$ cat src/adpcmb_pkg.sv
// register map, control bit positions, widths and step table shared by the ADPCM-B channel
package adpcmb_pkg;

    localparam int ADDR_W = 24;      // byte address into sample memory
    localparam int ABLK_W = 16;      // start and end, in 256-byte blocks
    localparam int STEP_W = 15;      // decoder step register, holds STEP_MAX

    // adaptive step limits
    localparam int STEP_MIN = 127;
    localparam int STEP_MAX = 24576;

    // wishbone register addresses
    typedef enum logic [3:0] {
        reg_ctrl     = 4'd0,
        reg_start_lo = 4'd1,
        reg_start_hi = 4'd2,
        reg_end_lo   = 4'd3,
        reg_end_hi   = 4'd4,
        reg_delta_lo = 4'd5,
        reg_delta_hi = 4'd6,
        reg_level    = 4'd7,
        reg_status   = 4'd8
    } reg_addr_e;

    // bit positions inside ctrl
    typedef enum int unsigned {
        ctrl_on     = 0,
        ctrl_repeat = 1,
        ctrl_clr    = 2     // write-only pulse
    } ctrl_bit_e;

    // step multipliers in 1/64 units, indexed by nibble magnitude
    localparam logic [7:0] step_mult [8] = '{
        8'd57, 8'd57, 8'd57, 8'd57,
        8'd77, 8'd102, 8'd128, 8'd153
    };

endpackage

$ cat src/adpcmb_cnt.sv
// sample clock-enable, delta step counter and nibble address walk for the channel
`timescale 1ns/10ps

module adpcmb_cnt import adpcmb_pkg::*; #(
    parameter int CEN_DIV = 4
) (
    input  logic              clk,
    input  logic              rst_n,
    input  logic              on,
    input  logic              rep,
    input  logic              clr,
    input  logic [ABLK_W-1:0] astart,
    input  logic [ABLK_W-1:0] aend,
    input  logic [15:0]       delta,
    output logic              adv,          // one clk per nibble
    output logic [ADDR_W-1:0] addr,
    output logic              nibble_sel,   // 0 = high nibble
    output logic              restart,
    output logic              end_hit
);

    localparam int DIV_W = $clog2(CEN_DIV);

    logic [DIV_W-1:0] div;
    logic             cen;
    logic [15:0]      cnt;
    logic [16:0]      sum;       // carry in bit 16
    logic             last_on;
    logic             done;      // stopped at end, no repeat

    assign cen     = (div == DIV_W'(CEN_DIV - 1));
    assign sum     = {1'b0, cnt} + {1'b0, delta};
    assign restart = clr || (on && !last_on);   // rising edge of on or clr

    // free running divider
    always_ff @(posedge clk or negedge rst_n) begin
        if (!rst_n)
            div <= '0;
        else if (cen)
            div <= '0;
        else
            div <= div + 1'b1;
    end

    always_ff @(posedge clk or negedge rst_n) begin
        if (!rst_n) begin
            last_on    <= 1'b0;
            cnt        <= '0;
            adv        <= 1'b0;
            end_hit    <= 1'b0;
            done       <= 1'b0;
            addr       <= '0;
            nibble_sel <= 1'b0;
        end else begin
            last_on <= on;
            adv     <= 1'b0;
            end_hit <= 1'b0;
            if (restart || !on) begin
                // park at start, also while off
                cnt        <= '0;
                done       <= 1'b0;
                addr       <= {astart, 8'h00};
                nibble_sel <= 1'b0;
            end else begin
                if (cen) begin
                    cnt <= sum[15:0];
                    adv <= sum[16] && !done;   // carry out advances
                end
                if (adv) begin
                    if (addr[ADDR_W-1:8] < aend) begin
                        {addr, nibble_sel} <= {addr, nibble_sel} + (ADDR_W + 1)'(1);
                    end else if (rep) begin
                        addr       <= {astart, 8'h00};   // loop back
                        nibble_sel <= 1'b0;
                    end else begin
                        end_hit <= 1'b1;
                        done    <= 1'b1;   // hold until restart
                    end
                end
            end
        end
    end

endmodule

$ cat src/adpcmb_decode.sv
// adaptive ADPCM-B decoder with step adaptation, saturation and output level scaling
`timescale 1ns/10ps

module adpcmb_decode import adpcmb_pkg::*; (
    input  logic               clk,
    input  logic               rst_n,
    input  logic               restart,
    input  logic [3:0]         nib,
    input  logic               nib_valid,
    input  logic [7:0]         level,
    output logic signed [15:0] sample_out,
    output logic               sample_valid
);

    logic signed [15:0]  acc;
    logic [STEP_W-1:0]   step;
    logic [2:0]          mag;
    logic [3:0]          mul_odd;      // 2*mag+1
    logic [STEP_W+3:0]   diff_full;
    logic [STEP_W:0]     diff;         // step*(2m+1)/8
    logic signed [17:0]  acc_ext;
    logic signed [17:0]  diff_ext;
    logic signed [17:0]  acc_sum;      // headroom before saturation
    logic signed [15:0]  acc_next;
    logic [STEP_W+7:0]   step_prod;
    logic [STEP_W+1:0]   step_scaled;  // step*mult/64
    logic [STEP_W-1:0]   step_next;
    logic signed [23:0]  scaled;

    assign mag       = nib[2:0];
    assign mul_odd   = {mag, 1'b1};
    assign diff_full = step * mul_odd;
    assign diff      = diff_full[STEP_W+3:3];   // truncating divide

    assign acc_ext  = acc;                      // sign extend
    assign diff_ext = {2'b00, diff};
    assign acc_sum  = nib[3] ? acc_ext - diff_ext : acc_ext + diff_ext;

    // clip to 16-bit signed
    always_comb begin
        if (acc_sum > 18'sd32767)
            acc_next = 16'sh7fff;
        else if (acc_sum < -18'sd32768)
            acc_next = 16'sh8000;
        else
            acc_next = acc_sum[15:0];
    end

    assign step_prod   = step * step_mult[mag];
    assign step_scaled = step_prod[STEP_W+7:6];

    // step clamp
    always_comb begin
        if (step_scaled < STEP_MIN)
            step_next = STEP_W'(STEP_MIN);
        else if (step_scaled > STEP_MAX)
            step_next = STEP_W'(STEP_MAX);
        else
            step_next = step_scaled[STEP_W-1:0];
    end

    assign scaled = acc_next * $signed({1'b0, level});   // level is unsigned

    always_ff @(posedge clk or negedge rst_n) begin
        if (!rst_n) begin
            acc          <= '0;
            step         <= STEP_W'(STEP_MIN);
            sample_valid <= 1'b0;
        end else begin
            sample_valid <= 1'b0;
            if (restart) begin
                acc  <= '0;      // fresh start
                step <= STEP_W'(STEP_MIN);
            end else if (nib_valid) begin
                acc          <= acc_next;
                step         <= step_next;
                sample_valid <= 1'b1;
            end
        end
    end

    always_ff @(posedge clk) begin
        if (nib_valid && !restart)
            sample_out <= scaled[23:8];   // >>8 of acc*level
    end

endmodule

$ cat src/adpcmb_fetch.sv
// reads sample memory on each advance and hands the selected nibble to the decoder
`timescale 1ns/10ps

module adpcmb_fetch import adpcmb_pkg::*; (
    input  logic              clk,
    input  logic              rst_n,
    input  logic              adv,
    input  logic [ADDR_W-1:0] addr,
    input  logic              nibble_sel,
    input  logic [7:0]        rom_data,    // valid one cycle after rom_rd
    output logic              rom_rd,
    output logic [ADDR_W-1:0] rom_addr,
    output logic [3:0]        nib,
    output logic              nib_valid
);

    typedef enum logic [1:0] {
        idle,
        read,      // rom_rd high
        select     // rom_data valid
    } fetch_st_e;

    fetch_st_e         state;
    logic [ADDR_W-1:0] addr_q;
    logic              sel_q;

    assign rom_rd   = (state == read);
    assign rom_addr = addr_q;

    always_ff @(posedge clk or negedge rst_n) begin
        if (!rst_n) begin
            state     <= idle;
            nib_valid <= 1'b0;
        end else begin
            nib_valid <= 1'b0;
            case (state)
                idle:    if (adv) state <= read;
                read:    state <= select;
                select: begin
                    nib_valid <= 1'b1;
                    state     <= idle;
                end
                default: state <= idle;
            endcase
        end
    end

    // address latch and nibble pick
    always_ff @(posedge clk) begin
        if (state == idle && adv) begin
            addr_q <= addr;
            sel_q  <= nibble_sel;
        end
        if (state == select)
            nib <= sel_q ? rom_data[3:0] : rom_data[7:4];   // high first
    end

endmodule

$ cat src/adpcmb_regs.sv
// wishbone classic register file of the channel, feeds counter and decoder with settings
`timescale 1ns/10ps

module adpcmb_regs import adpcmb_pkg::*; (
    input  logic              clk,
    input  logic              rst_n,
    input  logic              wb_cyc,
    input  logic              wb_stb,
    input  logic              wb_we,
    input  logic [3:0]        wb_adr,
    input  logic [7:0]        wb_dat_i,
    input  logic              end_hit,   // from counter, sets eos
    output logic [7:0]        wb_dat_o,
    output logic              wb_ack,
    output logic              on,
    output logic              rep,
    output logic              clr,       // one cycle
    output logic [ABLK_W-1:0] astart,
    output logic [ABLK_W-1:0] aend,
    output logic [15:0]       delta,
    output logic [7:0]        level,
    output logic              eos
);

    reg_addr_e  adr;
    logic       req;       // fresh access seen this cycle
    logic       acked;     // ack given, wait for stb low
    logic       wr;
    logic [7:0] rd_data;

    assign adr = reg_addr_e'(wb_adr);
    assign req = wb_cyc && wb_stb && !wb_ack && !acked;
    assign wr  = req && wb_we;

    // read mux
    always_comb begin
        rd_data = 8'h00;
        case (adr)
            reg_ctrl: begin
                rd_data[ctrl_on]     = on;
                rd_data[ctrl_repeat] = rep;   // clr reads back 0
            end
            reg_start_lo: rd_data = astart[7:0];
            reg_start_hi: rd_data = astart[15:8];
            reg_end_lo:   rd_data = aend[7:0];
            reg_end_hi:   rd_data = aend[15:8];
            reg_delta_lo: rd_data = delta[7:0];
            reg_delta_hi: rd_data = delta[15:8];
            reg_level:    rd_data = level;
            reg_status:   rd_data[0] = eos;
            default:      rd_data = 8'h00;     // unmapped
        endcase
    end

    always_ff @(posedge clk or negedge rst_n) begin
        if (!rst_n) begin
            wb_ack   <= 1'b0;
            acked    <= 1'b0;
            wb_dat_o <= 8'h00;
            on       <= 1'b0;
            rep      <= 1'b0;
            clr      <= 1'b0;
            astart   <= '0;
            aend     <= '0;
            delta    <= '0;
            level    <= '0;
            eos      <= 1'b0;
        end else begin
            wb_ack <= req;     // single cycle ack
            clr    <= 1'b0;
            if (!wb_cyc || !wb_stb)
                acked <= 1'b0;
            else if (wb_ack)
                acked <= 1'b1;
            if (req)
                wb_dat_o <= rd_data;
            if (wr) begin
                case (adr)
                    reg_ctrl: begin
                        on  <= wb_dat_i[ctrl_on];
                        rep <= wb_dat_i[ctrl_repeat];
                        clr <= wb_dat_i[ctrl_clr];
                    end
                    reg_start_lo: astart[7:0]  <= wb_dat_i;
                    reg_start_hi: astart[15:8] <= wb_dat_i;
                    reg_end_lo:   aend[7:0]    <= wb_dat_i;
                    reg_end_hi:   aend[15:8]   <= wb_dat_i;
                    reg_delta_lo: delta[7:0]   <= wb_dat_i;
                    reg_delta_hi: delta[15:8]  <= wb_dat_i;
                    reg_level:    level        <= wb_dat_i;
                    reg_status:   if (wb_dat_i[0]) eos <= 1'b0;   // write 1 to clear
                    default: ;
                endcase
            end
            if (end_hit)
                eos <= 1'b1;   // set beats clear
        end
    end

endmodule

$ cat src/adpcmb_top.sv
// ADPCM-B channel top, register file plus counter, fetch and decode stages
`timescale 1ns/10ps

module adpcmb_top import adpcmb_pkg::*; #(
    parameter int CEN_DIV = 4    // clk cycles per sample enable, at least 4
) (
    input  logic               clk,
    input  logic               rst_n,
    input  logic               wb_cyc,
    input  logic               wb_stb,
    input  logic               wb_we,
    input  logic [3:0]         wb_adr,
    input  logic [7:0]         wb_dat_i,
    output logic [7:0]         wb_dat_o,
    output logic               wb_ack,
    output logic               rom_rd,
    output logic [ADDR_W-1:0]  rom_addr,
    input  logic [7:0]         rom_data,
    output logic signed [15:0] sample_out,
    output logic               sample_valid,
    output logic               eos
);

    // register file outputs
    logic              on;
    logic              rep;
    logic              clr;
    logic [ABLK_W-1:0] astart;
    logic [ABLK_W-1:0] aend;
    logic [15:0]       delta;
    logic [7:0]        level;
    // pipeline
    logic              end_hit;
    logic              adv;
    logic [ADDR_W-1:0] addr;
    logic              nibble_sel;
    logic              restart;
    logic [3:0]        nib;
    logic              nib_valid;

    adpcmb_regs i_regs (
        .clk      (clk),
        .rst_n    (rst_n),
        .wb_cyc   (wb_cyc),
        .wb_stb   (wb_stb),
        .wb_we    (wb_we),
        .wb_adr   (wb_adr),
        .wb_dat_i (wb_dat_i),
        .end_hit  (end_hit),
        .wb_dat_o (wb_dat_o),
        .wb_ack   (wb_ack),
        .on       (on),
        .rep      (rep),
        .clr      (clr),
        .astart   (astart),
        .aend     (aend),
        .delta    (delta),
        .level    (level),
        .eos      (eos)
    );

    adpcmb_cnt #(
        .CEN_DIV (CEN_DIV)
    ) i_cnt (
        .clk        (clk),
        .rst_n      (rst_n),
        .on         (on),
        .rep        (rep),
        .clr        (clr),
        .astart     (astart),
        .aend       (aend),
        .delta      (delta),
        .adv        (adv),
        .addr       (addr),
        .nibble_sel (nibble_sel),
        .restart    (restart),
        .end_hit    (end_hit)
    );

    adpcmb_fetch i_fetch (
        .clk        (clk),
        .rst_n      (rst_n),
        .adv        (adv),
        .addr       (addr),
        .nibble_sel (nibble_sel),
        .rom_data   (rom_data),
        .rom_rd     (rom_rd),
        .rom_addr   (rom_addr),
        .nib        (nib),
        .nib_valid  (nib_valid)
    );

    adpcmb_decode i_decode (
        .clk          (clk),
        .rst_n        (rst_n),
        .restart      (restart),
        .nib          (nib),
        .nib_valid    (nib_valid),
        .level        (level),
        .sample_out   (sample_out),
        .sample_valid (sample_valid)
    );

endmodule

$ cat config.mk
export PLATFORM = sky130hd
export DESIGN_NAME = adpcmb_top
export DESIGN_NICKNAME = d
export VERILOG_FILES = /design/src/adpcmb_pkg.sv /design/src/adpcmb_cnt.sv /design/src/adpcmb_decode.sv /design/src/adpcmb_fetch.sv /design/src/adpcmb_regs.sv /design/src/adpcmb_top.sv
export SDC_FILE = /design/constraint.sdc
export NUM_CORES = 1
export LEC_CHECK = 0
export CAP_MARGIN = 20
export CORE_ASPECT_RATIO = 0.7
export CORE_MARGIN = 5
export CORE_UTILIZATION = 55
export DETAILED_ROUTE_END_ITERATION = 7
export DONT_BUFFER_PORTS = 1
export HOLD_SLACK_MARGIN = 0.03
export PLACE_DENSITY = 0.72
export SLEW_MARGIN = 30
export SYNTH_ARGS = -nofsm -noshare
export SYNTH_HDL_FRONTEND = slang
export SYNTH_HIERARCHICAL = 1
export SYNTH_SLANG_ARGS = --single-unit
export TNS_END_PERCENT = 30
$ cat constraint.sdc
create_clock -name clk -period 25.9 [get_ports clk]
set_input_delay 6.475 -clock clk [delete_from_list [all_inputs] [get_ports clk]]
set_output_delay 6.475 -clock clk [all_outputs]
set_load 0.05 [all_outputs]
==> results_tabular.tex <==
\begin{tabular}{lr}
\hline
Metric & Value \\
\hline
\multicolumn{2}{l}{\textbf{Outcome}} \\
Status & finished, final reports clean \\
\multicolumn{2}{l}{\textbf{Hold path}} \\
Origin of the worst min-delay path & i\_cnt/div[0] \\
Hold path depth & 1 \\
Type of the tightest min-delay check & register to register \\
\multicolumn{2}{l}{\textbf{Critical path}} \\
Critical Path Stages & 47 \\
CP max-delay cell & sky130\_fd\_sc\_hd\_\_inv\_1 \\
Startpoint type of the worst setup path & register \\
Slowest Stage Delay on Critical Path & $\sim$670 ps \\
Source of the worst register-to-register timing path & i\_fetch/nib[1] \\
Worst path top cell family by delay & compound AO/OA/AOI/OAI gates \\
Critical Path RT & between 20000 and 30000 ps \\
Worst setup path category & register to register \\
Worst Path Arrival & 13320 ps \\
Bufs and invs on worst path & 6 \\
Logic depth of the worst register-to-register path & 47 \\
CP Max Fanout & 25 \\
Worst setup path startpoint & i\_fetch/nib[1] \\
Endpoint kind of the worst setup timing path & register \\
\multicolumn{2}{l}{\textbf{Final layout}} \\
Count of antenna diodes in the layout & 0 \\
Area growth, synth to finish & 4.52\% \\
Register area & 5160 um2 \\
Share of final-layout standard cells stronger than drive strength 1 & 8.46\% \\
Most common library cell in the layout ignoring fill and taps & sky130\_fd\_sc\_hd\_\_inv\_1 \\
Total of fill cells in the finished design & 3295 \\
Fin nets & 2549 \\
Combined area of the multi-input logic cells & 14400 um2 \\
Leading cell types in the layout, fill and taps excluded & sky130\_fd\_sc\_hd\_\_inv\_1 (323), sky130\_fd\_sc\_hd\_\_nand2\_1 (205), sky130\_fd\_sc\_hd\_\_fa\_1 (204) \\
\multicolumn{2}{l}{\textbf{Clocking}} \\
Number of H-tree levels & 4 \\
Hold buffer count at cts & 0 \\
TritonCTS buffer count & 17 \\
Clock transition time at the flip-flop clock pins of the worst setup and hold paths & 80 ps \\
Post-CTS setup buffer count & 0 \\
Maximum number of buffers from clock root to sink & 2 \\
Root Driver & sky130\_fd\_sc\_hd\_\_clkbuf\_16 \\
Clock network latency to the later pin of the worst-skew pair & approximately 460 ps \\
Resized Gates After CTS & 0 \\
Clock sink total & 197 \\
Clock tree from TritonCTS & done \\
\multicolumn{2}{l}{\textbf{Yosys}} \\
Post-Synthesis Net Count & 2594 \\
Syn Inst Count & 2208 \\
Dominant cells by area after synthesis & sky130\_fd\_sc\_hd\_\_fa\_1 (19\%), sky130\_fd\_sc\_hd\_\_dfrtp\_1 (17\%), sky130\_fd\_sc\_hd\_\_ha\_1 (9.3\%) \\
Netlist area before placement & 21100 um2 \\
Post-synth top area share & 19.4\% \\
Leading area contributor after synthesis & sky130\_fd\_sc\_hd\_\_fa\_1 \\
Ys flop type & sky130\_fd\_sc\_hd\_\_dfrtp\_1 \\
Sequential area share after synthesis & about a quarter \\
Number of synthesized flops with an enable pin & 45 \\
Share of flip-flops with an asynchronous set or reset after synthesis & 77.2\% \\
Total of flip-flops plus latches after synthesis & 197 \\
Synth warn & 6 \\
Netlist cell types & 117 \\
Average footprint of a synthesized cell & 9.56 um2 \\
\multicolumn{2}{l}{\textbf{Timing}} \\
Hold violation count in the final report & 0 \\
Total count of max-transition violations in the final report & 0 \\
Clock skew after layout & 12.9 ps \\
Final setup viols & 0 \\
Worst Max-Slew Pin Slew & between 1000 and 1500 ps \\
Worst-case headroom to the max-slew limit & 28.7\% \\
Post-layout minimum cycle time & 13120 ps \\
Setup repair after global routing missed its margin & no \\
Part of the cycle the worst path needs & 50.7\% \\
Sum of negative setup slack & 0 ps \\
Worst hold margin & 432 ps \\
Max frequency & $\sim$76 MHz \\
\multicolumn{2}{l}{\textbf{Power}} \\
Total leakage power & 10.8 nW \\
Power density normalized to cell area & about 54 nW/um2 \\
Worst IR Drop VDD & 44.6 uV \\
\multicolumn{2}{l}{\textbf{Floorplanning}} \\
Ports placed on the boundary & 77 \\
Initial Utilization & 55.3\% \\
Number of rows created at floorplan & 60 \\
Overall die height & roughly 170 um \\
Die width & 244 um \\
Die Area & 42400 um2 \\
Core Region & 38100 um2 \\
\multicolumn{2}{l}{\textbf{GRT}} \\
First-pass GRT wire length & 88700 um \\
Total congestion overflow & 0 \\
Maximum number of pins on one net before global-route repair & 153 \\
Vias in the first global route & between 15000 and 20000 \\
Antenna violations before repair & 0 \\
GRT Resource Usage Total & between 20 and 30\% \\
\multicolumn{2}{l}{\textbf{Routing}} \\
Average wire per cell in the routed design & 19.9 um \\
Ratio of routed vias to standard cells & 6.10 \\
Pre-antenna DRT Iters & 5 \\
Number of vias after detailed routing & 16300 \\
Routed wire length & 53300 um \\
Number of DRC violations after detailed-routing iteration 0 & 1423 \\
Number of remaining DRC errors & 0 \\
Remaining antenna violation count after routing & 0 \\
\multicolumn{2}{l}{\textbf{Placed design}} \\
Last weighted congestion value of the routability-driven placer & 0.947 \\
Port buffer count & 0 \\
Post-detailed-placement half-perimeter wirelength & 41800 um \\
\multicolumn{2}{l}{\textbf{Flow run}} \\
Number of maximum-capacitance violations & 0 \\
\hline
\end{tabular}
## per-stage QoR
step                setup WS, ps  total power [mW]  std cells  utilization (%)  cell area, um2
floorplan                  15120             0.789       2208                -           21100
global placement           13540             0.894       2640             56.2           21400
detailed placement         13080             0.913       2640             56.2           21400
CTS                        13040              1.20       2672             57.8           22100
global route               11960              1.29       2672             57.8           22100
finish                     12780              1.20       2672             57.8           22100
## layer usage
metal | part of all wire (%) | up-vias | global-route usage, %
met3 | 8.9 | 73 | 6.69
met5 | 0 | - | 0
met4 | 2.0 | 0 | 5.92
met1 | 46 | 8194 | 38.4
li1 | - | 7420 | -
met2 | 43 | 615 | 38.1
## sequential cells by signal, summed over array words and instances, names as in the netlist, 15 cells and up
name	cells
i_cnt/addr	24
i_cnt/cnt	16
i_decode/acc	16
i_decode/sample_out	16
i_decode/step	15
i_fetch/rom_addr	24
i_regs/aend	16
i_regs/astart	16
i_regs/delta	16
## cell usage after synthesis (25+ instances only)
cell                       instances
sky130_fd_sc_hd__inv_1           323
sky130_fd_sc_hd__nand2_1         205
sky130_fd_sc_hd__fa_1            204
sky130_fd_sc_hd__ha_1            157
sky130_fd_sc_hd__dfrtp_1         145
sky130_fd_sc_hd__and2_1          115
sky130_fd_sc_hd__nor2_1          115
sky130_fd_sc_hd__a21oi_1          87
sky130_fd_sc_hd__mux2_2           74
sky130_fd_sc_hd__o21ai_0          59
sky130_fd_sc_hd__a21o_1           50
sky130_fd_sc_hd__edfxtp_1         45
sky130_fd_sc_hd__nand3_1          45
sky130_fd_sc_hd__xnor2_1          44
sky130_fd_sc_hd__clkbuf_1         37
sky130_fd_sc_hd__xor2_1           29
sky130_fd_sc_hd__o21a_1           27
sky130_fd_sc_hd__nand4_1          26
sky130_fd_sc_hd__nor3_1           25
## power by group
part	switching (mW)	internal [mW]	leakage [nW]
Clock	0.141	0.142	0.302
Sequential	0.0358	0.344	2.48
Combinational	0.319	0.215	7.97
Total	0.496	0.701	10.8
## logic make-up (layout without fill, tap and decap cells)
logic type                 after synthesis  count (layout)  share of synthesized area (%)
AOI/OAI and AO/OA                      414             414                           14.4
xor gates and xnor gates                76              76                           3.26
adders and majority gates              361             361                           28.7
buffers and inverters                  391             359                           7.24
DFF                                    197             197                           24.5
muxes                                  106             106                           5.68
and+or+nand+nor                        663             663                           16.3
## worst paths after layout
check	to	slack (ps)
worst max register to register	i_decode/sample_out[15]	12780
worst max-delay path	i_decode/sample_out[15]	12780
max in group asynchronous	i_decode/step[6]	19890
worst min register to register	i_cnt/div[0]	430
min in group asynchronous	i_cnt/div[1]	5700
worst min-delay path	i_cnt/div[0]	430
## worst register-to-register path, delay by kind of cell (launching register included)
kind                       cells  cell delay, ps
AOI/OAI and AO/OA             20            4250
xor gates and xnor gates       4            1060
adders and majority gates      9            4110
buffers and inverters          6             930
DFF                            1             580
and+or+nand+nor                8            1940
## cell type report
class,count,area share (%)
sequential,197,23.4
clock inverter,14,0.794
clock buffer,18,1.99
tap,496,2.81
inverter,325,5.53
multi-input combinational,1620,65.4
timing repair buffer,2,0.0681
Note: power is estimated with default switching activity, not from simulation.
